**config.mk**
```make
export PLATFORM = sky130hd
export DESIGN_NAME = hwce_sop_column
export DESIGN_NICKNAME = d
export VERILOG_FILES = /design/src/logic/hwce_pkg.sv /design/src/logic/hwce_sop_column.sv
export VERILOG_INCLUDE_DIRS = /design/src /design/src/logic
export SDC_FILE = /design/constraint.sdc
export NUM_CORES = 2
export LEC_CHECK = 0
export BUFFER_PORTS_ARGS = -buffer_cell sky130_fd_sc_hd__buf_2
export CAP_MARGIN = 20
export CORE_ASPECT_RATIO = 0.6
export CORE_UTILIZATION = 50
export DETAILED_ROUTE_END_ITERATION = 12
export PLACE_DENSITY = 0.67
export SYNTH_ARGS = -nofsm -noshare
export SYNTH_HDL_FRONTEND = slang
export SYNTH_SLANG_ARGS = --single-unit
export TNS_END_PERCENT = 5
```
**constraint.sdc**
```tcl
create_clock -name clk -period 8.8 [get_ports clk]
set_clock_uncertainty 0.2 [all_clocks]
set_input_delay 0 -clock clk [delete_from_list [all_inputs] [get_ports clk]]
set_output_delay 0 -clock clk [all_outputs]
set_load 0.005 [all_outputs]
```
**src/logic/hwce_cfg.svh**
```systemverilog
/*
 * hwce output stage configuration
 * widths, counts, fixed-point position and pipeline depths
 */

`ifndef HWCE_CFG_SVH
`define HWCE_CFG_SVH

`define HWCE_CONV_WIDTH 16   // pixel, weight and result
`define HWCE_NPX        2    // output pixels per strobe
`define HWCE_N_COL      4    // filter columns
`define HWCE_N_ROW      3    // taps per column
`define HWCE_WIN_COLS   (`HWCE_N_COL + `HWCE_NPX - 1)
`define HWCE_QF         13   // fraction bits

// column sum holds three full products plus growth
`define HWCE_MUL_WIDTH  (2 * `HWCE_CONV_WIDTH + 2)
`define HWCE_SUM_WIDTH  37   // shift-adder accumulator
`define HWCE_SOP_LAT    1    // column register stage
`define HWCE_SA_PIPE    1    // shift-adder input stage
`define HWCE_CTRL_ADDR  12   // control word slot

`endif

```
**src/logic/hwce_pkg.sv**
```systemverilog
/*
 * hwce shared types
 * pixel vectors, window and filter layouts, column sums, control
 * and the two views of a configuration word
 */

`include "hwce_cfg.svh"

package hwce_pkg;

   typedef logic signed [`HWCE_CONV_WIDTH-1:0] pixel_t;
   typedef logic signed [`HWCE_MUL_WIDTH-1:0]  mul_t;   // one column sum

   typedef struct packed {
      pixel_t [`HWCE_N_ROW-1:0][`HWCE_WIN_COLS-1:0] px;   // [row][col]
   } window_t;

   typedef pixel_t       [`HWCE_NPX-1:0]   px_vec_t;
   typedef pixel_t       [`HWCE_N_ROW-1:0] col_weights_t;   // indexed by row
   typedef col_weights_t [`HWCE_N_COL-1:0] filter_t;

   typedef struct packed {
      mul_t [`HWCE_NPX-1:0] sum;   // one per output pixel
   } col_sum_t;

   typedef struct packed {
      pixel_t bias;
      logic   use_bias;
      logic   relu;
   } sa_ctrl_t;

   // same 32-bit bus word, decoded by target address
   typedef union packed {
      struct packed {
         logic [15:0] unused;
         pixel_t      weight;
      } wgt;
      struct packed {
         logic [13:0] unused;
         logic        relu;
         logic        use_bias;
         pixel_t      bias;
      } ctrl;
   } cfg_word_u;

endpackage

```
**src/logic/hwce_sop_column.sv**
```systemverilog
/*
 * hwce column sum of products
 * one filter column against two adjacent window columns,
 * three taps per pixel, registered result
 */

`timescale 1ns/1ns

`include "hwce_cfg.svh"

module hwce_sop_column
   import hwce_pkg::*;
#(
   parameter int COL_IDX = 0   // filter column handled here
)
(
   input  logic         clk,
   input  logic         rst_n,
   input  logic         valid_i,
   input  window_t      win_i,
   input  col_weights_t weights_i,
   output col_sum_t     sum_o,
   output logic         valid_o
);

   localparam int NPX    = `HWCE_NPX;
   localparam int N_ROW  = `HWCE_N_ROW;
   localparam int PROD_W = 2 * `HWCE_CONV_WIDTH;

   // products per pixel and tap
   logic signed [PROD_W-1:0] prod [NPX][N_ROW];
   col_sum_t                 sum_d;

   // pixel p sits one window column further right
   always_comb begin
      for (int p = 0; p < NPX; p++) begin
         for (int r = 0; r < N_ROW; r++) begin
            prod[p][r] = win_i.px[r][COL_IDX + p] * weights_i[r];
         end
      end
   end

   always_comb begin
      for (int p = 0; p < NPX; p++) begin
         sum_d.sum[p] = '0;
         for (int r = 0; r < N_ROW; r++) begin
            sum_d.sum[p] = sum_d.sum[p] + prod[p][r];   // sign-extends to 34 bits
         end
      end
   end

   // payload only moves with a strobe
   always_ff @(posedge clk) begin
      if (valid_i) begin
         sum_o <= sum_d;
      end
   end

   always_ff @(posedge clk) begin
      if (!rst_n) begin
         valid_o <= 1'b0;
      end else begin
         valid_o <= valid_i;
      end
   end

   // a window column beyond the edge means a bad COL_IDX
   initial begin
      if (COL_IDX + NPX > `HWCE_WIN_COLS) begin
         $error("COL_IDX %0d reads past the window", COL_IDX);
      end
   end

endmodule

```
==> flow_summary.toml <==
[critical_path]
path_delay_family = "adder cells"
start_kind = "input pin"
arrival_ns = 8.37
crit_buf_inv = 8
end_kind = "flip-flop"
cp_max_fo = 32
slowest_delay_ns = 0.70
worstPathRequired_ns = 8.77
slowest_stage = "fa_1"
critPathMostFrequentCell = "fa_1"
path_class = "input pin to flip-flop"

[outcome]
status = "finished, final reports clean"

[global_route]
grt_max_degree = 46
grt_pass1_wl_um = 273000
overflow = 0
grt.total_usage_pct = 28.37
grt_antenna_before_repair = 43
grt_pass1_vias = 47260

[placed_design]
hpwl_um = 147200
dp.cells = 8281
place.gp.congestion = 0.9249
pre_cts_ws_ns = 0.05684
placed_area_um2 = 66460
io_buffers = 215

[yosys]
synthAdderAreaFrac_pct = 66.82
async_flop_share_pct = 0
synth.top_cell.area_share_pct = 58.88
yosysSeqAreaShare_pct = 3.255
synth_edf_count = 68
synthFlopType = "edfxtp_1"
avgSynthCellArea_um2 = 9.708
synthSimpleGateAreaFrac_pct = 13.02
synth.yosys.warnings = 0
yosysUniqueCellTypes = 63
synth.cell_area_um2 = 63350
synth-seq-cells = 69
synthXorXnorAreaFrac_pct = 1.314
netlist_instances = 6525
synth_top_family_by_area = "adder cells"
synth_compound_area_share_pct = 1.908
synth_area_leaders = "fa_1 (59%), inv_1 (12%), ha_1 (7.9%)"
yosys.area.top_type = "fa_1"
synthMuxAreaShare_pct = 0.01580
synth_fp_nets = 9081

[die]
die_y_um = 277.7
die-area_um2 = 128200
coreArea_um2 = 124900
rows = 100
io_pins = 360
initial_utilization_pct = 50.73
fp.dieW_um = 461.5

[final_layout]
fillCellCount = 11430
final_net_count = 9168
area_growth_syn_to_layout_pct = 5.509
final_area_um2 = 66840
drive_gt1_share_pct = 5.517
instances_no_fill = 8322

[clock_network]
clk_pin_slew_worst_paths_ns = 0.07
htree_levels = 3
cts_inserted_buffers = 9
cts_sinks = 69
postCtsResizedCells = 0
cts_tree = "yes"
cts.path.max_buffers = 2
cts_root_buf = "clkbuf_16"

[flow_run]
cap_violations = 0

[sta]
setup_viol = 0
slew_viol_final = 0
report.final.hold_viol_count = 0
tightestPinTransition_ns = 1.076
tns_ns = 0
fin_crit_sh_pct = 95.48
setup_ws_ns = 0.3981
worst_slew_margin_rel_pct = 28.25
rsz0062_at_grt = "no"
min_period_ns = 8.402
fmax_mhz = 119.0

[hold_path]
hold_path.class = "input pin to flip-flop"

[drt]
drtPass1Iterations = 5
postRouteAntennaNets = 0
wl_per_cell_um = 20.22
drcViolationCount = 0
drt_wl_total_um = 168200
vias = 42210
via_per_inst = 5.072
first_iter_violations = 3210
==> repair_timing <==
action | in CTS | in global routing
buffers inserted | 0 | 0
hold buffers | 3 | 0
hold endpoints to repair | 24 | 0
==> sequential cells by signal, indices dropped and copies added (netlist names) <==
| register | cells |
|---|---|
| valid_o | 1 |
| sum_o | 68 |
==> stage by stage <==
step	hold slack, ns	utilization [%]
after floorplan	-0.08750	-
after global placement	0.01564	53.22
after detailed placement	0.02681	53.22
after CTS	0.02038	53.48
after global routing	0.05365	53.51
final	0.05438	53.52
==> layout by cell type, fill, tap and decap left out, types with 18 or more instances in the layout <==
| cell type | synthesis | routed |
|---|---|---|
| edfxtp_1 | 68 | 68 |
| buf_2 | 0 | 214 |
| fa_1 | 1863 | 1863 |
| nor2b_1 | 38 | 38 |
| nand2b_1 | 44 | 44 |
| xor2_1 | 21 | 21 |
| inv_1 | 2058 | 2058 |
| nor2_1 | 44 | 44 |
| buf_4 | 0 | 100 |
| a21o_1 | 25 | 25 |
| and2_1 | 736 | 736 |
| nand2_1 | 735 | 735 |
| ha_1 | 402 | 402 |
| diode_2 | 0 | 23 |
| a21oi_1 | 42 | 42 |
| o21ai_0 | 18 | 18 |
| xnor2_1 | 74 | 74 |
==> worst paths after layout <==
path                      from                   to  slack (ns)  cells after the start
hold / removal        win_i[0]   sum_o[0]$_DFFE_PP_        0.05                      3
setup / recovery  weights_i[0]  sum_o[65]$_DFFE_PP_        0.40                     25
==> cell type report <==
cell class | count | area (µm²) | share of cell area [%]
clock buffer | 9 | 225.2 | 0.3370
timing repair buffer | 323 | 1972 | 2.950
multi-input combinational | 4151 | 52620 | 78.74
antenna | 23 | 57.56 | 0.08611
tap | 1683 | 2106 | 3.151
clock inverter | 6 | 63.81 | 0.09548
sequential | 69 | 2062 | 3.085
inverter | 2058 | 7725 | 11.56
==> logic make-up after synthesis <==
logic type	Yosys count
mux	1
flops	69
buf+inv	2305
compound gates	159
fa+ha+maj	2265
simple gates	1631
xor+xnor	95
==> Yosys cell counts, types with 3 or more instances <==
library cell	instances
a211oi_1	4
a211oi_2	3
a21o_1	25
a21oi_1	42
a21oi_2	4
a221o_1	3
a221oi_1	3
a31oi_1	4
and2_1	736
and3_1	6
clkbuf_1	245
edfxtp_1	68
fa_1	1863
ha_1	402
inv_1	2058
nand2_1	735
nand2b_1	44
nand3_1	6
nand4_1	6
nor2_1	44
nor2b_1	38
nor3_1	5
o211ai_1	3
o21a_1	9
o21ai_0	18
o21ai_1	3
o21bai_1	5
or2_2	5
xnor2_1	74
xor2_1	21
==> layer usage <==
layer | track usage, % | vias up | wire (µm)
li1 | - | 18270 | -
met1 | 43.81 | 21950 | 75980
met2 | 40.16 | 1818 | 70800
met3 | 7.208 | 157 | 18210
met4 | 5.786 | 18 | 3138
met5 | 0 | - | 109
Power is left out: the tool's default activity adds up to more than one toggle a clock period on the data nets, which glitch-free logic cannot reach.
