===== src/logic/hwce_cfg.svh =====
/*
 * hwce output stage configuration
 * widths, counts, fixed-point position and pipeline depths
 */

`ifndef HWCE_CFG_SVH
`define HWCE_CFG_SVH

`define HWCE_CONV_WIDTH 16   // pixel, weight and result
`define HWCE_NPX        2    // output pixels per strobe
`define HWCE_N_COL      4    // filter columns
`define HWCE_N_ROW      3    // taps per column
`define HWCE_WIN_COLS   (`HWCE_N_COL + `HWCE_NPX - 1)
`define HWCE_QF         13   // fraction bits

// column sum holds three full products plus growth
`define HWCE_MUL_WIDTH  (2 * `HWCE_CONV_WIDTH + 2)
`define HWCE_SUM_WIDTH  37   // shift-adder accumulator
`define HWCE_SOP_LAT    1    // column register stage
`define HWCE_SA_PIPE    1    // shift-adder input stage
`define HWCE_CTRL_ADDR  12   // control word slot

`endif


===== src/logic/hwce_pkg.sv =====
/*
 * hwce shared types
 * pixel vectors, window and filter layouts, column sums, control
 * and the two views of a configuration word
 */

`include "hwce_cfg.svh"

package hwce_pkg;

   typedef logic signed [`HWCE_CONV_WIDTH-1:0] pixel_t;
   typedef logic signed [`HWCE_MUL_WIDTH-1:0]  mul_t;   // one column sum

   typedef struct packed {
      pixel_t [`HWCE_N_ROW-1:0][`HWCE_WIN_COLS-1:0] px;   // [row][col]
   } window_t;

   typedef pixel_t       [`HWCE_NPX-1:0]   px_vec_t;
   typedef pixel_t       [`HWCE_N_ROW-1:0] col_weights_t;   // indexed by row
   typedef col_weights_t [`HWCE_N_COL-1:0] filter_t;

   typedef struct packed {
      mul_t [`HWCE_NPX-1:0] sum;   // one per output pixel
   } col_sum_t;

   typedef struct packed {
      pixel_t bias;
      logic   use_bias;
      logic   relu;
   } sa_ctrl_t;

   // same 32-bit bus word, decoded by target address
   typedef union packed {
      struct packed {
         logic [15:0] unused;
         pixel_t      weight;
      } wgt;
      struct packed {
         logic [13:0] unused;
         logic        relu;
         logic        use_bias;
         pixel_t      bias;
      } ctrl;
   } cfg_word_u;

endpackage


===== src/logic/hwce_weight_store.sv =====
/*
 * hwce weight store
 * holds the 3x4 filter and the shift-adder control word,
 * written one entry at a time over the configuration port
 */

`timescale 1ns/1ns

`include "hwce_cfg.svh"

module hwce_weight_store
   import hwce_pkg::*;
(
   input  logic      clk,
   input  logic      rst_n,
   input  logic      cfg_we_i,
   input  logic [3:0] cfg_addr_i,
   input  cfg_word_u cfg_wdata_i,
   output filter_t   filter_o,
   output sa_ctrl_t  ctrl_o
);

   localparam int N_COL = `HWCE_N_COL;
   localparam int N_ROW = `HWCE_N_ROW;

   logic ctrl_sel;   // write targets the control slot

   assign ctrl_sel = (cfg_addr_i == 4'(`HWCE_CTRL_ADDR));

   // weight slot address is col*3 + row
   always_ff @(posedge clk) begin
      if (!rst_n) begin
         filter_o <= '0;
      end else if (cfg_we_i) begin
         for (int c = 0; c < N_COL; c++) begin
            for (int r = 0; r < N_ROW; r++) begin
               if (cfg_addr_i == 4'(c * N_ROW + r)) begin
                  filter_o[c][r] <= cfg_wdata_i.wgt.weight;
               end
            end
         end
      end
   end

   always_ff @(posedge clk) begin
      if (!rst_n) begin
         ctrl_o <= '0;
      end else if (cfg_we_i && ctrl_sel) begin
         ctrl_o.bias     <= cfg_wdata_i.ctrl.bias;
         ctrl_o.use_bias <= cfg_wdata_i.ctrl.use_bias;   // base from bias instead of partial
         ctrl_o.relu     <= cfg_wdata_i.ctrl.relu;
      end
   end

   // nothing is mapped past the control word
   a_cfg_addr_range: assert property (
      @(posedge clk) disable iff (!rst_n)
      cfg_we_i |-> (cfg_addr_i <= 4'(`HWCE_CTRL_ADDR))
   ) else $error("config write to unmapped address %0d", cfg_addr_i);

endmodule


===== config.mk =====
export PLATFORM = sky130hd
export DESIGN_NAME = hwce_weight_store
export DESIGN_NICKNAME = d
export VERILOG_FILES = /design/src/logic/hwce_pkg.sv /design/src/logic/hwce_weight_store.sv
export VERILOG_INCLUDE_DIRS = /design/src /design/src/logic
export SDC_FILE = /design/constraint.sdc
export NUM_CORES = 1
export LEC_CHECK = 0
export BUFFER_PORTS_ARGS = -buffer_cell sky130_fd_sc_hd__clkbuf_2
export CAP_MARGIN = 10
export CORE_MARGIN = 2
export CORE_UTILIZATION = 50
export CTS_CLUSTER_SIZE = 10
export DETAILED_ROUTE_END_ITERATION = 12
export GPL_ROUTABILITY_DRIVEN = 1
export HOLD_SLACK_MARGIN = 0.12
export PLACE_DENSITY = 0.82
export RECOVER_POWER = 100
export SLEW_MARGIN = 20
export SYNTH_ARGS = -nofsm -noshare
export SYNTH_HDL_FRONTEND = slang
export SYNTH_SLANG_ARGS = --single-unit
export TNS_END_PERCENT = 1

===== constraint.sdc =====
create_clock -name clk -period 1.5 [get_ports clk]
set_input_delay 0.225 -clock clk [delete_from_list [all_inputs] [get_ports clk]]
set_output_delay 0.225 -clock clk [all_outputs]
set_load 0.005 [all_outputs]

==> impl_results.html <==
<table>
<tr><th>Metric</th><th>Value</th></tr>
<tr><th colspan="2">STA</th></tr>
<tr><td>Period minus WS final</td><td>1.23 ns</td></tr>
<tr><td>Clock skew after layout</td><td>0 ns</td></tr>
<tr><td>Count of final setup violators</td><td>0</td></tr>
<tr><td>Final period util</td><td>82.2%</td></tr>
<tr><td>Final hold violation count</td><td>0</td></tr>
<tr><td>Slew at the pin with the worst max-slew slack</td><td>0.686 ns</td></tr>
<tr><td>Relative max-transition margin</td><td>between 50% and 60%</td></tr>
<tr><td>Max-slew violations</td><td>0</td></tr>
<tr><td>Fmax</td><td>811 MHz</td></tr>
<tr><td>Unrepaired setup endpoints after global routing</td><td>no</td></tr>
<tr><td>Setup Total Neg Slack</td><td>0 ns</td></tr>
<tr><th colspan="2">Hold path</th></tr>
<tr><td>Class of the tightest hold or removal check</td><td>primary input to flop</td></tr>
<tr><td>Cell depth of the worst min-delay path</td><td>3</td></tr>
<tr><th colspan="2">CTS</th></tr>
<tr><td>Clk pin slew, worst setup/hold paths</td><td>0.05 ns</td></tr>
<tr><td>Number of clock sinks</td><td>210</td></tr>
<tr><td>H-Tree Level Count</td><td>1</td></tr>
<tr><td>Number of buffers inserted during clock tree synthesis</td><td>24</td></tr>
<tr><td>Insertion delay of the later-clocked pin in the worst-skew pair</td><td>0.49 ns</td></tr>
<tr><td>Clock tree from TritonCTS</td><td>yes</td></tr>
<tr><td>Maximum clock insertion buffer count</td><td>3</td></tr>
<tr><td>Post-cts gate resize count</td><td>0</td></tr>
<tr><td>Cell at the root of the clock tree</td><td>clkbuf_16</td></tr>
<tr><th colspan="2">Drt</th></tr>
<tr><td>Total wire length after detailed routing</td><td>20.1 mm</td></tr>
<tr><td>Ratio of routed vias to standard cells</td><td>5.10</td></tr>
<tr><td>Iter 0 DRT Violations</td><td>between 200 and 300</td></tr>
<tr><td>Via total after detailed routing</td><td>5908</td></tr>
<tr><td>Residual DRC count</td><td>0</td></tr>
<tr><td>Routed WL per cell</td><td>17.4 µm</td></tr>
<tr><td>ANT nets after route</td><td>0</td></tr>
<tr><td>Pre-Repair DR Iteration Count</td><td>5</td></tr>
<tr><th colspan="2">Finish</th></tr>
<tr><td>Fraction of layout instances using a drive strength above 1</td><td>17.9%</td></tr>
<tr><td>Diode count</td><td>0</td></tr>
<tr><td>Post-layout util</td><td>63.1%</td></tr>
<tr><td>Total Nets Final</td><td>1010</td></tr>
<tr><td>Post-layout instance count excluding filler cells</td><td>1158</td></tr>
<tr><td>Signed area change from the synthesized netlist to the final layout</td><td>25.1%</td></tr>
<tr><th colspan="2">Global routing</th></tr>
<tr><td>Number of global-route vias before repair</td><td>roughly 5.8k</td></tr>
<tr><td>Remaining Overflow, GRT</td><td>0</td></tr>
<tr><td>Overall Global Routing Usage</td><td>24.4%</td></tr>
<tr><td>Wire length of the first global-routing pass</td><td>31.3 mm</td></tr>
<tr><td>Maximum number of pins on one net before global-route repair</td><td>56</td></tr>
<tr><td>Antenna violations before repair</td><td>0</td></tr>
<tr><th colspan="2">Power</th></tr>
<tr><td>Highest ir drop seen on vdd</td><td>0.759 mV</td></tr>
<tr><td>Total power</td><td>11.2 mW</td></tr>
<tr><td>Power per cell area</td><td>1180 mW/mm²</td></tr>
<tr><td>Reported leakage power</td><td>4.26 nW</td></tr>
<tr><th colspan="2">Synth</th></tr>
<tr><td>Sequential cell area fraction in the yosys report</td><td>55.4%</td></tr>
<tr><td>Yosys warning total</td><td>0</td></tr>
<tr><td>Average instance area after synthesis</td><td>10.4 µm²</td></tr>
<tr><td>Dominant cell type by area after synthesis</td><td>dfxtp_1</td></tr>
<tr><td>Total standard cell area after synthesis</td><td>0.00758 mm²</td></tr>
<tr><td>Post-Syn Instances</td><td>~730</td></tr>
<tr><td>Synthesized net count</td><td>around 770</td></tr>
<tr><td>Leading post-synthesis cells by cell area</td><td>dfxtp_1 (55%), mux2i_1 (28%), nand2_1 (11%), clkbuf_1 (1.9%), buf_4 (0.89%)</td></tr>
<tr><td>Cell variety after synth</td><td>17</td></tr>
<tr><td>Synthesis-stage register bit count</td><td>210</td></tr>
<tr><td>Top-area cell type share of the netlist area</td><td>about 55%</td></tr>
<tr><th colspan="2">Place</th></tr>
<tr><td>Final Wtd Congestion</td><td>around 0.76</td></tr>
<tr><td>Final HPWL DP</td><td>13.5 mm</td></tr>
<tr><td>Placed Cells incl. Taps</td><td>1130</td></tr>
<tr><td>Buffers on Ports</td><td>234</td></tr>
<tr><th colspan="2">Critical path</th></tr>
<tr><td>Required time reported for the critical path endpoint</td><td>1.27 ns</td></tr>
<tr><td>Crit Path Category</td><td>flop to output pin</td></tr>
<tr><td>CP Cell Sequence</td><td>clkbuf_1</td></tr>
<tr><td>Kind of cell adding the most delay to the critical path</td><td>flip-flops</td></tr>
<tr><td>Worst path buffer plus inverter count</td><td>1</td></tr>
<tr><td>Endpoint type of the worst setup path</td><td>output pin</td></tr>
<tr><td>Critical path depth</td><td>1</td></tr>
<tr><td>Master of the slowest instance on the critical path</td><td>dfxtp_1</td></tr>
<tr><td>FF-to-FF path depth</td><td>2</td></tr>
<tr><td>Kind of launch point of the worst setup path</td><td>flop</td></tr>
<tr><td>Crit path DAT</td><td>1.01 ns</td></tr>
<tr><td>Worst stage delay on the critical path</td><td>0.34 ns</td></tr>
<tr><td>Crit-path max FO</td><td>2</td></tr>
<tr><th colspan="2">Floorplanning</th></tr>
<tr><td>Die X-Extent</td><td>127 µm</td></tr>
<tr><td>Die area</td><td>0.0162 mm²</td></tr>
<tr><td>Total core area</td><td>0.0150 mm²</td></tr>
<tr><td>Number of cell rows</td><td>45</td></tr>
<tr><td>Die Ht</td><td>127 µm</td></tr>
<tr><td>I/O Pins</td><td>~250</td></tr>
<tr><td>Starting utilization of the core area</td><td>50.5%</td></tr>
<tr><th colspan="2">Flow run</th></tr>
<tr><td>Number of violations of the max-capacitance limit</td><td>0</td></tr>
<tr><th colspan="2">Status</th></tr>
<tr><td>Outcome</td><td>finished, final reports clean</td></tr>
</table>
synthesized netlist by cell type:
library cell / n
nor2_1: 1
clkbuf_1: 39
and3_1: 1
buf_4: 9
buf_2: 7
or3_1: 2
nand2b_1: 3
mux2i_1: 210
nor2_2: 6
nand3b_1: 3
buf_6: 4
nor3b_1: 1
nand2_2: 1
nand2_1: 229
dfxtp_1: 210
buf_1: 1
nand4_1: 1
area by class of cell:
| cell class | instances | area, µm² |
|---|---|---|
| fill | 1271 | 5550 |
| sequential | 210 | 4200 |
| multi-input combinational | 458 | 3080 |
| timing repair buffer | 277 | 1350 |
| clock buffer | 25 | 626 |
| tap | 188 | 235 |
metal layers:
| metal | GRT usage [%] | up-vias | routed length [µm] |
|---|---|---|---|
| met5 | 0 | - | 0 |
| met2 | 41.4 | 217 | 9580 |
| met4 | 6.79 | 0 | 362 |
| met1 | 30.6 | 2806 | 8540 |
| li1 | - | 2858 | - |
| met3 | 6.70 | 27 | 1640 |
path summary, 6_finish.rpt:
kind | startpoint | to | slack, ns
min reg2reg | filter_o[129] | filter_o[129] | 0.46
min | rst_n | filter_o[148] | 0.16
max reg2reg | filter_o[188] | filter_o[188] | 0.84
max | filter_o[65] | filter_o[65] | 0.27
where the power goes:
group | switching (mW) | internal, mW | leakage (nW)
registers | 0.0385 | 5.66 | 1.70
logic | 0.370 | 0.208 | 2.26
clock network | 2.00 | 2.90 | 0.308
registers in the layout, indices dropped and copies added, names as in the netlist:
signal and cells:
ctrl_o 18, filter_o 192
cells by family (layout without fill, tap and decap cells):
kind of cell	Yosys count	in the layout	synth area share [%]
simple gates	248	248	12.9
mux	210	210	27.7
buf+inv	60	302	3.93
flops	210	210	55.4
timing repair:
action | in CTS | in global routing
hold buffers | 3 | 0
buffers inserted | 0 | 0
setup endpoints to repair | 0 | 0
hold endpoints to repair | 4 | 0
cells in the final DEF (no fill, tap or decap), drive strengths merged, types with 2 or more instances in the layout:
cell type,instances
dlygate4sd3,3
clkbuf,271
nand2,230
nand2b,3
nor2,7
or3,2
mux2i,210
nand3b,3
dfxtp,210
buf,28
per-stage QoR:
step	hold slack [ns]	instance area (µm²)	setup slack, ns
floorplan	0.364	7580	0.157
global placement	0.441	9180	0.153
detailed placement	0.446	9180	0.131
CTS	0.142	9830	0.269
global route	0.166	9490	0.147
finish	0.160	9490	0.267
(Power assumes the default switching activity.)
