### config.mk
export PLATFORM = sky130hd
export DESIGN_NAME = hwce_shift_adder
export DESIGN_NICKNAME = d
export VERILOG_FILES = /design/src/logic/hwce_pkg.sv /design/src/logic/hwce_shift_adder.sv
export VERILOG_INCLUDE_DIRS = /design/src /design/src/logic
export SDC_FILE = /design/constraint.sdc
export NUM_CORES = 1
export LEC_CHECK = 0
export ABC_AREA = 1
export CAP_MARGIN = 20
export CORE_MARGIN = 8
export CORE_UTILIZATION = 40
export CTS_CLUSTER_DIAMETER = 60
export DETAILED_ROUTE_END_ITERATION = 7
export DONT_BUFFER_PORTS = 1
export SKIP_LAST_GASP = 1
export SLEW_MARGIN = 20
export SYNTH_ARGS = -nofsm -noshare
export SYNTH_HDL_FRONTEND = slang
export SYNTH_SLANG_ARGS = --single-unit
### constraint.sdc
create_clock -name clk -period 6.4 [get_ports clk]
set_clock_uncertainty 0.15 [all_clocks]
set_input_delay 0.32 -clock clk [delete_from_list [all_inputs] [get_ports clk]]
set_output_delay 0.32 -clock clk [all_outputs]
set_load 0.005 [all_outputs]
### src/logic/hwce_cfg.svh
/*
 * hwce output stage configuration
 * widths, counts, fixed-point position and pipeline depths
 */

`ifndef HWCE_CFG_SVH
`define HWCE_CFG_SVH

`define HWCE_CONV_WIDTH 16   // pixel, weight and result
`define HWCE_NPX        2    // output pixels per strobe
`define HWCE_N_COL      4    // filter columns
`define HWCE_N_ROW      3    // taps per column
`define HWCE_WIN_COLS   (`HWCE_N_COL + `HWCE_NPX - 1)
`define HWCE_QF         13   // fraction bits

// column sum holds three full products plus growth
`define HWCE_MUL_WIDTH  (2 * `HWCE_CONV_WIDTH + 2)
`define HWCE_SUM_WIDTH  37   // shift-adder accumulator
`define HWCE_SOP_LAT    1    // column register stage
`define HWCE_SA_PIPE    1    // shift-adder input stage
`define HWCE_CTRL_ADDR  12   // control word slot

`endif

### src/logic/hwce_pkg.sv
/*
 * hwce shared types
 * pixel vectors, window and filter layouts, column sums, control
 * and the two views of a configuration word
 */

`include "hwce_cfg.svh"

package hwce_pkg;

   typedef logic signed [`HWCE_CONV_WIDTH-1:0] pixel_t;
   typedef logic signed [`HWCE_MUL_WIDTH-1:0]  mul_t;   // one column sum

   typedef struct packed {
      pixel_t [`HWCE_N_ROW-1:0][`HWCE_WIN_COLS-1:0] px;   // [row][col]
   } window_t;

   typedef pixel_t       [`HWCE_NPX-1:0]   px_vec_t;
   typedef pixel_t       [`HWCE_N_ROW-1:0] col_weights_t;   // indexed by row
   typedef col_weights_t [`HWCE_N_COL-1:0] filter_t;

   typedef struct packed {
      mul_t [`HWCE_NPX-1:0] sum;   // one per output pixel
   } col_sum_t;

   typedef struct packed {
      pixel_t bias;
      logic   use_bias;
      logic   relu;
   } sa_ctrl_t;

   // same 32-bit bus word, decoded by target address
   typedef union packed {
      struct packed {
         logic [15:0] unused;
         pixel_t      weight;
      } wgt;
      struct packed {
         logic [13:0] unused;
         logic        relu;
         logic        use_bias;
         pixel_t      bias;
      } ctrl;
   } cfg_word_u;

endpackage

### src/logic/hwce_shift_adder.sv
/*
 * hwce shift adder
 * aligns partial or bias to Q13, adds the column sums,
 * scales back, saturates to 16 bits, optional relu
 */

`timescale 1ns/1ns

`include "hwce_cfg.svh"

module hwce_shift_adder
   import hwce_pkg::*;
#(
   parameter int PIPE_STAGES = `HWCE_SA_PIPE
)
(
   input  logic                        clk,
   input  logic                        rst_n,
   input  px_vec_t                     y_i,
   input  logic                        valid_y_i,
   input  col_sum_t [`HWCE_N_COL-1:0]  sop_i,
   input  logic     [`HWCE_N_COL-1:0]  valid_sop_i,
   input  sa_ctrl_t                    ctrl_i,
   output px_vec_t                     y_o,
   output logic                        valid_y_o
);

   localparam int NPX    = `HWCE_NPX;
   localparam int N_COL  = `HWCE_N_COL;
   localparam int CONV_W = `HWCE_CONV_WIDTH;
   localparam int SUM_W  = `HWCE_SUM_WIDTH;
   localparam int Y_DLY  = `HWCE_SOP_LAT + PIPE_STAGES;   // partial skips the columns

   px_vec_t                    y_d;
   logic                       valid_y_d;
   col_sum_t [N_COL-1:0]       sop_d;
   logic     [N_COL-1:0]       valid_sop_d;

   logic signed [SUM_W-1:0]    base  [NPX];
   logic signed [SUM_W-1:0]    total [NPX];
   logic signed [SUM_W-1:0]    shifted [NPX];
   px_vec_t                    sat;

   generate
      if (Y_DLY > 0) begin : g_y_pipe
         px_vec_t [Y_DLY-1:0] y_q;
         logic    [Y_DLY-1:0] vy_q;

         always_ff @(posedge clk) begin
            y_q[0] <= y_i;
            for (int k = 1; k < Y_DLY; k++) begin
               y_q[k] <= y_q[k-1];
            end
         end

         always_ff @(posedge clk) begin
            if (!rst_n) begin
               vy_q <= '0;
            end else begin
               vy_q[0] <= valid_y_i;
               for (int k = 1; k < Y_DLY; k++) begin
                  vy_q[k] <= vy_q[k-1];
               end
            end
         end

         assign y_d       = y_q[Y_DLY-1];
         assign valid_y_d = vy_q[Y_DLY-1];
      end else begin : g_y_direct
         assign y_d       = y_i;
         assign valid_y_d = valid_y_i;
      end

      if (PIPE_STAGES > 0) begin : g_sop_pipe
         col_sum_t [PIPE_STAGES-1:0][N_COL-1:0] sop_q;
         logic     [PIPE_STAGES-1:0][N_COL-1:0] vsop_q;

         always_ff @(posedge clk) begin
            sop_q[0] <= sop_i;
            for (int k = 1; k < PIPE_STAGES; k++) begin
               sop_q[k] <= sop_q[k-1];
            end
         end

         always_ff @(posedge clk) begin
            if (!rst_n) begin
               vsop_q <= '0;
            end else begin
               vsop_q[0] <= valid_sop_i;
               for (int k = 1; k < PIPE_STAGES; k++) begin
                  vsop_q[k] <= vsop_q[k-1];
               end
            end
         end

         assign sop_d       = sop_q[PIPE_STAGES-1];
         assign valid_sop_d = vsop_q[PIPE_STAGES-1];
      end else begin : g_sop_direct
         assign sop_d       = sop_i;
         assign valid_sop_d = valid_sop_i;
      end
   endgenerate

   always_comb begin
      for (int p = 0; p < NPX; p++) begin
         // bias replaces the partial as sign-extended base
         base[p]  = ctrl_i.use_bias ? ctrl_i.bias : y_d[p];
         total[p] = base[p] <<< `HWCE_QF;
         for (int c = 0; c < N_COL; c++) begin
            total[p] = total[p] + sop_d[c].sum[p];
         end
         shifted[p] = total[p] >>> `HWCE_QF;

         // upper bits must all equal the 16-bit sign
         if (&shifted[p][SUM_W-1:CONV_W-1] || ~|shifted[p][SUM_W-1:CONV_W-1]) begin
            sat[p] = shifted[p][CONV_W-1:0];
         end else if (shifted[p][SUM_W-1]) begin
            sat[p] = {1'b1, {(CONV_W-1){1'b0}}};   // 0x8000
         end else begin
            sat[p] = {1'b0, {(CONV_W-1){1'b1}}};   // 0x7fff
         end

         y_o[p] = (ctrl_i.relu && sat[p][CONV_W-1]) ? '0 : sat[p];
      end
   end

   assign valid_y_o = valid_y_d & (&valid_sop_d);

   // partial and column paths must stay lined up
   a_valid_align: assert property (
      @(posedge clk) disable iff (!rst_n)
      valid_sop_d == {N_COL{valid_y_d}}
   ) else $error("partial valid out of step with column valids %b", valid_sop_d);

endmodule

==> results of run 1 <==
-- registers in the layout, summed over array words and instances, names as in the netlist --
signal and count:
g_y_pipe.y_q 64, g_sop_pipe.sop_q 272, g_sop_pipe.vsop_q 4, g_y_pipe.vy_q 2
-- per-stage QoR --
step / cells / worst slack (ns) / hold WS, ns / power, µW / cell area (µm²)
after floorplan: 2031 / 1.42 / 0.160 / 5760 / 17600
after global placement: 2615 / 0.953 / 0.161 / 6930 / 18300
after detailed placement: 2615 / 0.888 / 0.162 / 6950 / 18300
after CTS: 2997 / 0.398 / 0.103 / 9440 / 22800
after global routing: 3002 / 0.342 / 0.124 / 10200 / 22800
final: 3005 / 0.726 / 0.159 / 9400 / 22800
-- cell families (layout without fill, tap and decap cells) --
| family | count (synthesis) | count (layout) |
|---|---|---|
| other | 0 | 8 |
| and+or+nand+nor | 602 | 602 |
| DFF | 342 | 342 |
| xor gates and xnor gates | 35 | 35 |
| adders and majority gates | 270 | 270 |
| AOI/OAI and AO/OA | 194 | 194 |
| buffers and inverters | 588 | 962 |
-- worst paths after layout --
path	slack, ns	depth (start not counted)	end
worst max-delay path	0.73	24	y_o[5]
worst min-delay path	0.16	1	g_sop_pipe.sop_q[67]$_DFF_P_
worst max register to register	5.73	2	g_y_pipe.vy_q[1]$_SDFF_PN0_
worst min register to register	0.18	0	g_y_pipe.y_q[55]$_DFF_P_
-- metal layers --
| metal | GRT usage | vias to the layer above | wire length, µm |
|---|---|---|---|
| li1 | - | 6652 | - |
| met1 | 0.250 | 6308 | 21700 |
| met2 | 0.338 | 430 | 24000 |
| met3 | 0.0447 | 89 | 3480 |
| met4 | 0.0820 | 2 | 1700 |
| met5 | 0 | - | 16 |
-- what timing repair did --
item / CTS / global route
endpoints found under the hold margin: 310 / 0
resized for setup: 0 / 1
endpoints found under the setup margin: 0 / 2
hold buffers: 310 / 0
-- cell usage after synthesis, drive strengths merged --
cell type	n
a21o	7
o21ai	52
nand3	62
nor3	8
and2	1
ha	88
a21oi	119
nor4	6
fa	182
inv	577
nor2	156
a31oi	7
xnor2	27
nand2	364
buf	5
dfxtp	342
nand3b	5
xor2	8
clkbuf	6
o21a	7
o21bai	2
-- layout make-up --
class	instances	area [µm²]
Antenna cell	8	20.0
Clock inverter	19	213
Clock buffer	53	1150
Sequential cell	342	6850
Tap cell	592	741
Timing Repair Buffer	313	3130
Fill cell	3891	21000
Multi-Input combinational cell	1101	8540
Inverter	577	2170
-- power by group --
group	switching [µW]	total [µW]	internal, µW
combinational	3130	4810	1680
clock	959	2300	1340
sequential	42.8	2290	2240
==> results.cfg, run 1 <==
[critical_path]
crit_arrival_ns = 5.20
path_cells = inv_1, buf_4, a21oi_1, fa_1, inv_1, fa_1, inv_1, fa_1, inv_1, ha_1, nand2_1, o21ai_0, a21oi_1, nor2_1, nor2_1, nand2_1, nand2_1, nand2_1, nand3_1, nor2_1, nand3_1, nand3_2, nand2_1, nor2_1
cp_num_buf_inv = 5
cp_data_required_time_ns = 5.93
path_class = in2out
crit_slowest_cell = fa_1
r2r-start = g_y_pipe.vy_q[0]$_SDFF_PN0_
startpoint_type = primary input
crit_fanout = 31
cpMostUsedCell = nand2_1
end_kind = output pin
crit_path_max_incr_delay_ns = 0.54
crit_path_start = ctrl_i[1]
crit_family = adder cells

[synthesis]
yosys.area.top_type_share = 0.388
yosys-top-cells-area = dfxtp_1 39%, fa_1 21%, inv_1 12%, nand2_1 7.7%, ha_1 6.2%
ys_seq_elements = 342
ys_seq_area_frac = 0.388
synth-simple-area-share = 0.139
synth_top_family_by_area = adder cells
synth.largest_area_cell = dfxtp_1
synth_area_um2 = 17600
muxShareOfSynthArea = 0
synthCells = 2031
yosysUniqueCellTypes = 32
yosys.area_share.xor_xnor = 0.0178
synthesis.nets = 2630
synth-adder-area-share = 0.269
avgSynthCellArea_um2 = 8.68
synth_compound_area_frac = 0.0583
ys_warn_count = 0

[sta]
max_freq_mhz = 176
hold_violations = 0
min_period_ns = 5.67
tns_ns = 0
post-route-period-util = 0.887
relSlewSlack = 0.450
slew_violations = 0
setup_viol = 0
rsz0062_at_grt = false
worst_pin_slew_ns = 0.823

[clock_network]
numCtsBuffers = 40
cts_tree = done
clockBufferDepth = 3
clock_latency_ns = 0.55
cts_root_buffer = clkbuf_16
cts_sinks = 342
postCtsSetupRepairBufs = 0
cts_max_level = 2
clkTransAtPathRegs_ns = 0.07

[place]
io_buffers = 0
dp_hpwl_um = 38800
gp_congestion = 0.864

[power_and_ir_drop]
power.leakage_uw = 0.0116
peakVddDrop_mv = 0.281
power.density_nw_per_um2 = 412

[grt]
overflow = 0
grt_use_total = 0.202
grt_max_degree = 32
antenna_found_initial = 6
grt_pass1_wl_um = 80100
grt_pass1_vias = 14800

[layout]
final_layout_size_suffix_gt1_frac = 0.0374
mostFrequentLayoutCell = inv_1
syn2layout_area_growth_pct = 29.4
fin_util = 0.520
layout_common_cells = 577 x inv_1, 362 x nand2_1, 342 x dfxtp_1
num-nets-final = 2974

[detailed_routing]
drt_first_pass_iters = 8
drt_iter0_drc = 773
wl_um = 50900
post-route-drc-count = 0
via_per_inst = 4.49
wire_per_inst_um = 16.9
ant_nets = 0
vias = 13500

[floorplan]
ioPinCount = 362
initial_core_util = 0.402
dieHeight_um = 226
row_count = 77
fp.dieArea_um2 = 51000
die_w_um = 226
core_um2 = 43800

[flow_run]
cap_violations = 0

[worst_hold_path]
min_from = sop_i[67]
hold_path_class = in2reg

[outcome]
outcome = completed
Note: power is estimated with default switching activity, not from simulation.
==> run 2, diff against run 1 <==
MAX_ROUTING_LAYER = met4   (was unset)
clock period = 5.04 ns   (was 6.4 ns; I/O delays follow)
==> run 2 against run 1 <==
Against the previous run:
- the run now ends with negative setup slack left
- wire length increased by 6.7%
- clock-buffer cell count decreased by 2
- die area unchanged
- global-route usage increased by 1.3 points
- worst hold slack got worse by 0.092 ns
- non-clock buffer count increased by 83
- final cell count increased by 3.1%
- register-to-register slack got worse by 1.3 ns
- setup slack got worse by 0.91 ns
- critical path depth decreased by 2
- final area increased by 13%
- largest cell class unchanged
- largest power group unchanged
- highest routed layer is now met4
==> results.cfg, run 2 (synthesized netlist as in run 1, its figures left out) <==
[detailed_routing]
ant_nets = 0
vias = 14100
post-route-drc-count = 0
wl_um = 54300
drt_first_pass_iters = 5
via_per_inst = 4.54
drt_iter0_drc = 482
wire_per_inst_um = 17.5

[clock_network]
clock_latency_ns = 0.57
cts_tree = done
clkTransAtPathRegs_ns = 0.06
cts_max_level = 2
cts_root_buffer = clkbuf_16
clockBufferDepth = 3
numCtsBuffers = 42
cts_sinks = 342

[critical_path]
crit_path_max_incr_delay_ns = 0.54
reg2reg_to = g_y_pipe.vy_q[1]$_SDFF_PN0_
path_cells = inv_2, fa_1, inv_2, fa_1, inv_2, fa_1, inv_2, ha_4, buf_6, nand2_4, nor2_4, buf_6, nand2_2, nand2_2, a21oi_2, nand2_2, a21oi_4, xor2_4, nand3_4, nand3_4, nand2_1, nor2_2
reg2reg_depth = 2
r2r_setup_slack_ns = 4.40
path_class = reg2out
cp_data_required_time_ns = 4.64
startpoint_type = register
end_kind = output pin
r2r-start = g_y_pipe.vy_q[0]$_SDFF_PN0_
cpMostUsedCell = inv_2
crit_slowest_cell = fa_1
crit_fanout = 8
crit_arrival_ns = 4.82

[place]
gp_congestion = 0.942
dp_hpwl_um = 38600
io_buffers = 0
place_ws_ns = -0.205

[grt]
antenna_found_initial = 5
grt_use_total = 0.215
grt_pass1_vias = 15400
overflow = 0
grt_max_degree = 21
grt_pass1_wl_um = 83000

[floorplan]
fp.dieArea_um2 = 51000
ioPinCount = 362
core_um2 = 43800
die_w_um = 226
dieHeight_um = 226
row_count = 77
initial_core_util = 0.402

[sta]
max_freq_mhz = 192
worst_pin_slew_ns = 0.865
slew_violations = 0
fin_ws_ns = -0.182
tns_ns = -3.22
relSlewSlack = 0.419
min_period_ns = 5.22
hold_violations = 0
setup_viol = 30
post-route-period-util = 1.04
rsz0062_at_grt = true

[power_and_ir_drop]
internal_power_uw = 8580
seqPwrFrac = 0.185
power.density_nw_per_um2 = 611
peakVddDrop_mv = 0.362
power.leakage_uw = 0.0124
p_comb_frac = 0.622
p_sw_frac = 0.455
clkPwrFrac = 0.193
p_sw_uw = 7150

[layout]
mostFrequentLayoutCell = inv_1
num-nets-final = 3063
layout_common_cells = 550 x inv_1, 332 x dfxtp_1, 310 x dlygate4sd3_1
largest_register = g_sop_pipe.sop_q
final_layout_size_suffix_gt1_frac = 0.222
top_regs = g_sop_pipe.sop_q: 272 flops, g_y_pipe.y_q: 64 flops, g_sop_pipe.vsop_q: 4 flops
fin_util = 0.588
largest_reg_flops = 272
syn2layout_area_growth_pct = 46.1

[outcome]
outcome = complete, but fails checks
violations = negative setup slack

[worst_hold_path]
whs_path_depth = 1
min_from = y_i[25]
hold_end = g_y_pipe.y_q[25]$_DFF_P_
hold_path_class = in2reg

[flow_run]
cap_violations = 0
run 2: through the flow:
| step | hold WS [ns] | std cells | cell area (µm²) | power (µW) |
|---|---|---|---|---|
| final | 0.0668 | 3097 | 25800 | 15700 |
| after global routing | 0.0293 | 3094 | 25700 | 16800 |
| after CTS | 0.0134 | 3071 | 24600 | 14100 |
| after detailed placement | 0.130 | 2665 | 18700 | 9260 |
| after global placement | 0.130 | 2665 | 18700 | 9260 |
| after floorplan | 0.130 | 2031 | 17600 | 7320 |
run 2: timing repair:
action,CTS,global route
setup endpoints to repair,31,31
endpoints found under the hold margin,310,0
gates cloned,4,0
pin swaps,50,107
buffers inserted,15,20
hold buffers,310,0
gates resized for setup,285,277
run 2: area by class of cell:
class	count	area (µm²)
clock inverters	26	299
diodes	8	20.0
multi-input cells	1105	10700
fillers	3568	18100
well taps	592	741
clock buffers	51	1130
flip-flops and latches	342	6860
inverters	577	2180
repair buffers	396	3840
run 2: metal layers:
| metal | part of all wire | track usage | vias to the layer above |
|---|---|---|---|
| li1 | - | - | 6847 |
| met1 | 0.43 | 0.263 | 6703 |
| met2 | 0.49 | 0.348 | 391 |
| met3 | 0.053 | 0.0392 | 113 |
| met4 | 0.033 | 0.0855 | 0 |
| met5 | 0 | - | - |
run 2: worst max path at each step:
stage | from | slack (ns) | cells past startpoint | end
floorplan | ctrl_i[1] | 0.20 | 22 | y_o[10]
global placement | ctrl_i[1] | -0.19 | 18 | y_o[20]
detailed placement | ctrl_i[1] | -0.20 | 20 | y_o[23]
CTS | g_y_pipe.y_q[63]$_DFF_P_ | -0.14 | 22 | y_o[16]
global route | g_sop_pipe.sop_q[127]$_DFF_P_ | -0.39 | 22 | y_o[20]
finish | g_sop_pipe.sop_q[127]$_DFF_P_ | -0.18 | 22 | y_o[20]
run 2: power by group through the flow:
stage | Sequential, µW | Combinational [µW] | Clock, µW
6_report | 2910 | 9790 | 3030
5_1_grt | 2920 | 10700 | 3230
4_1_cts | 2900 | 8120 | 3080
3_5_place_dp | 2960 | 6300 | 0
3_3_place_gp | 2960 | 6300 | 0
2_1_floorplan | 2950 | 4370 | 0
run 2: critical path: cells and delay by family, from the launching register on:
kind	cells	cell delay, ns
xor+xnor	1	0.26
compound gates	2	0.43
fa+ha+maj	4	1.81
buf+inv	6	0.41
flops	1	0.32
simple gates	9	1.00
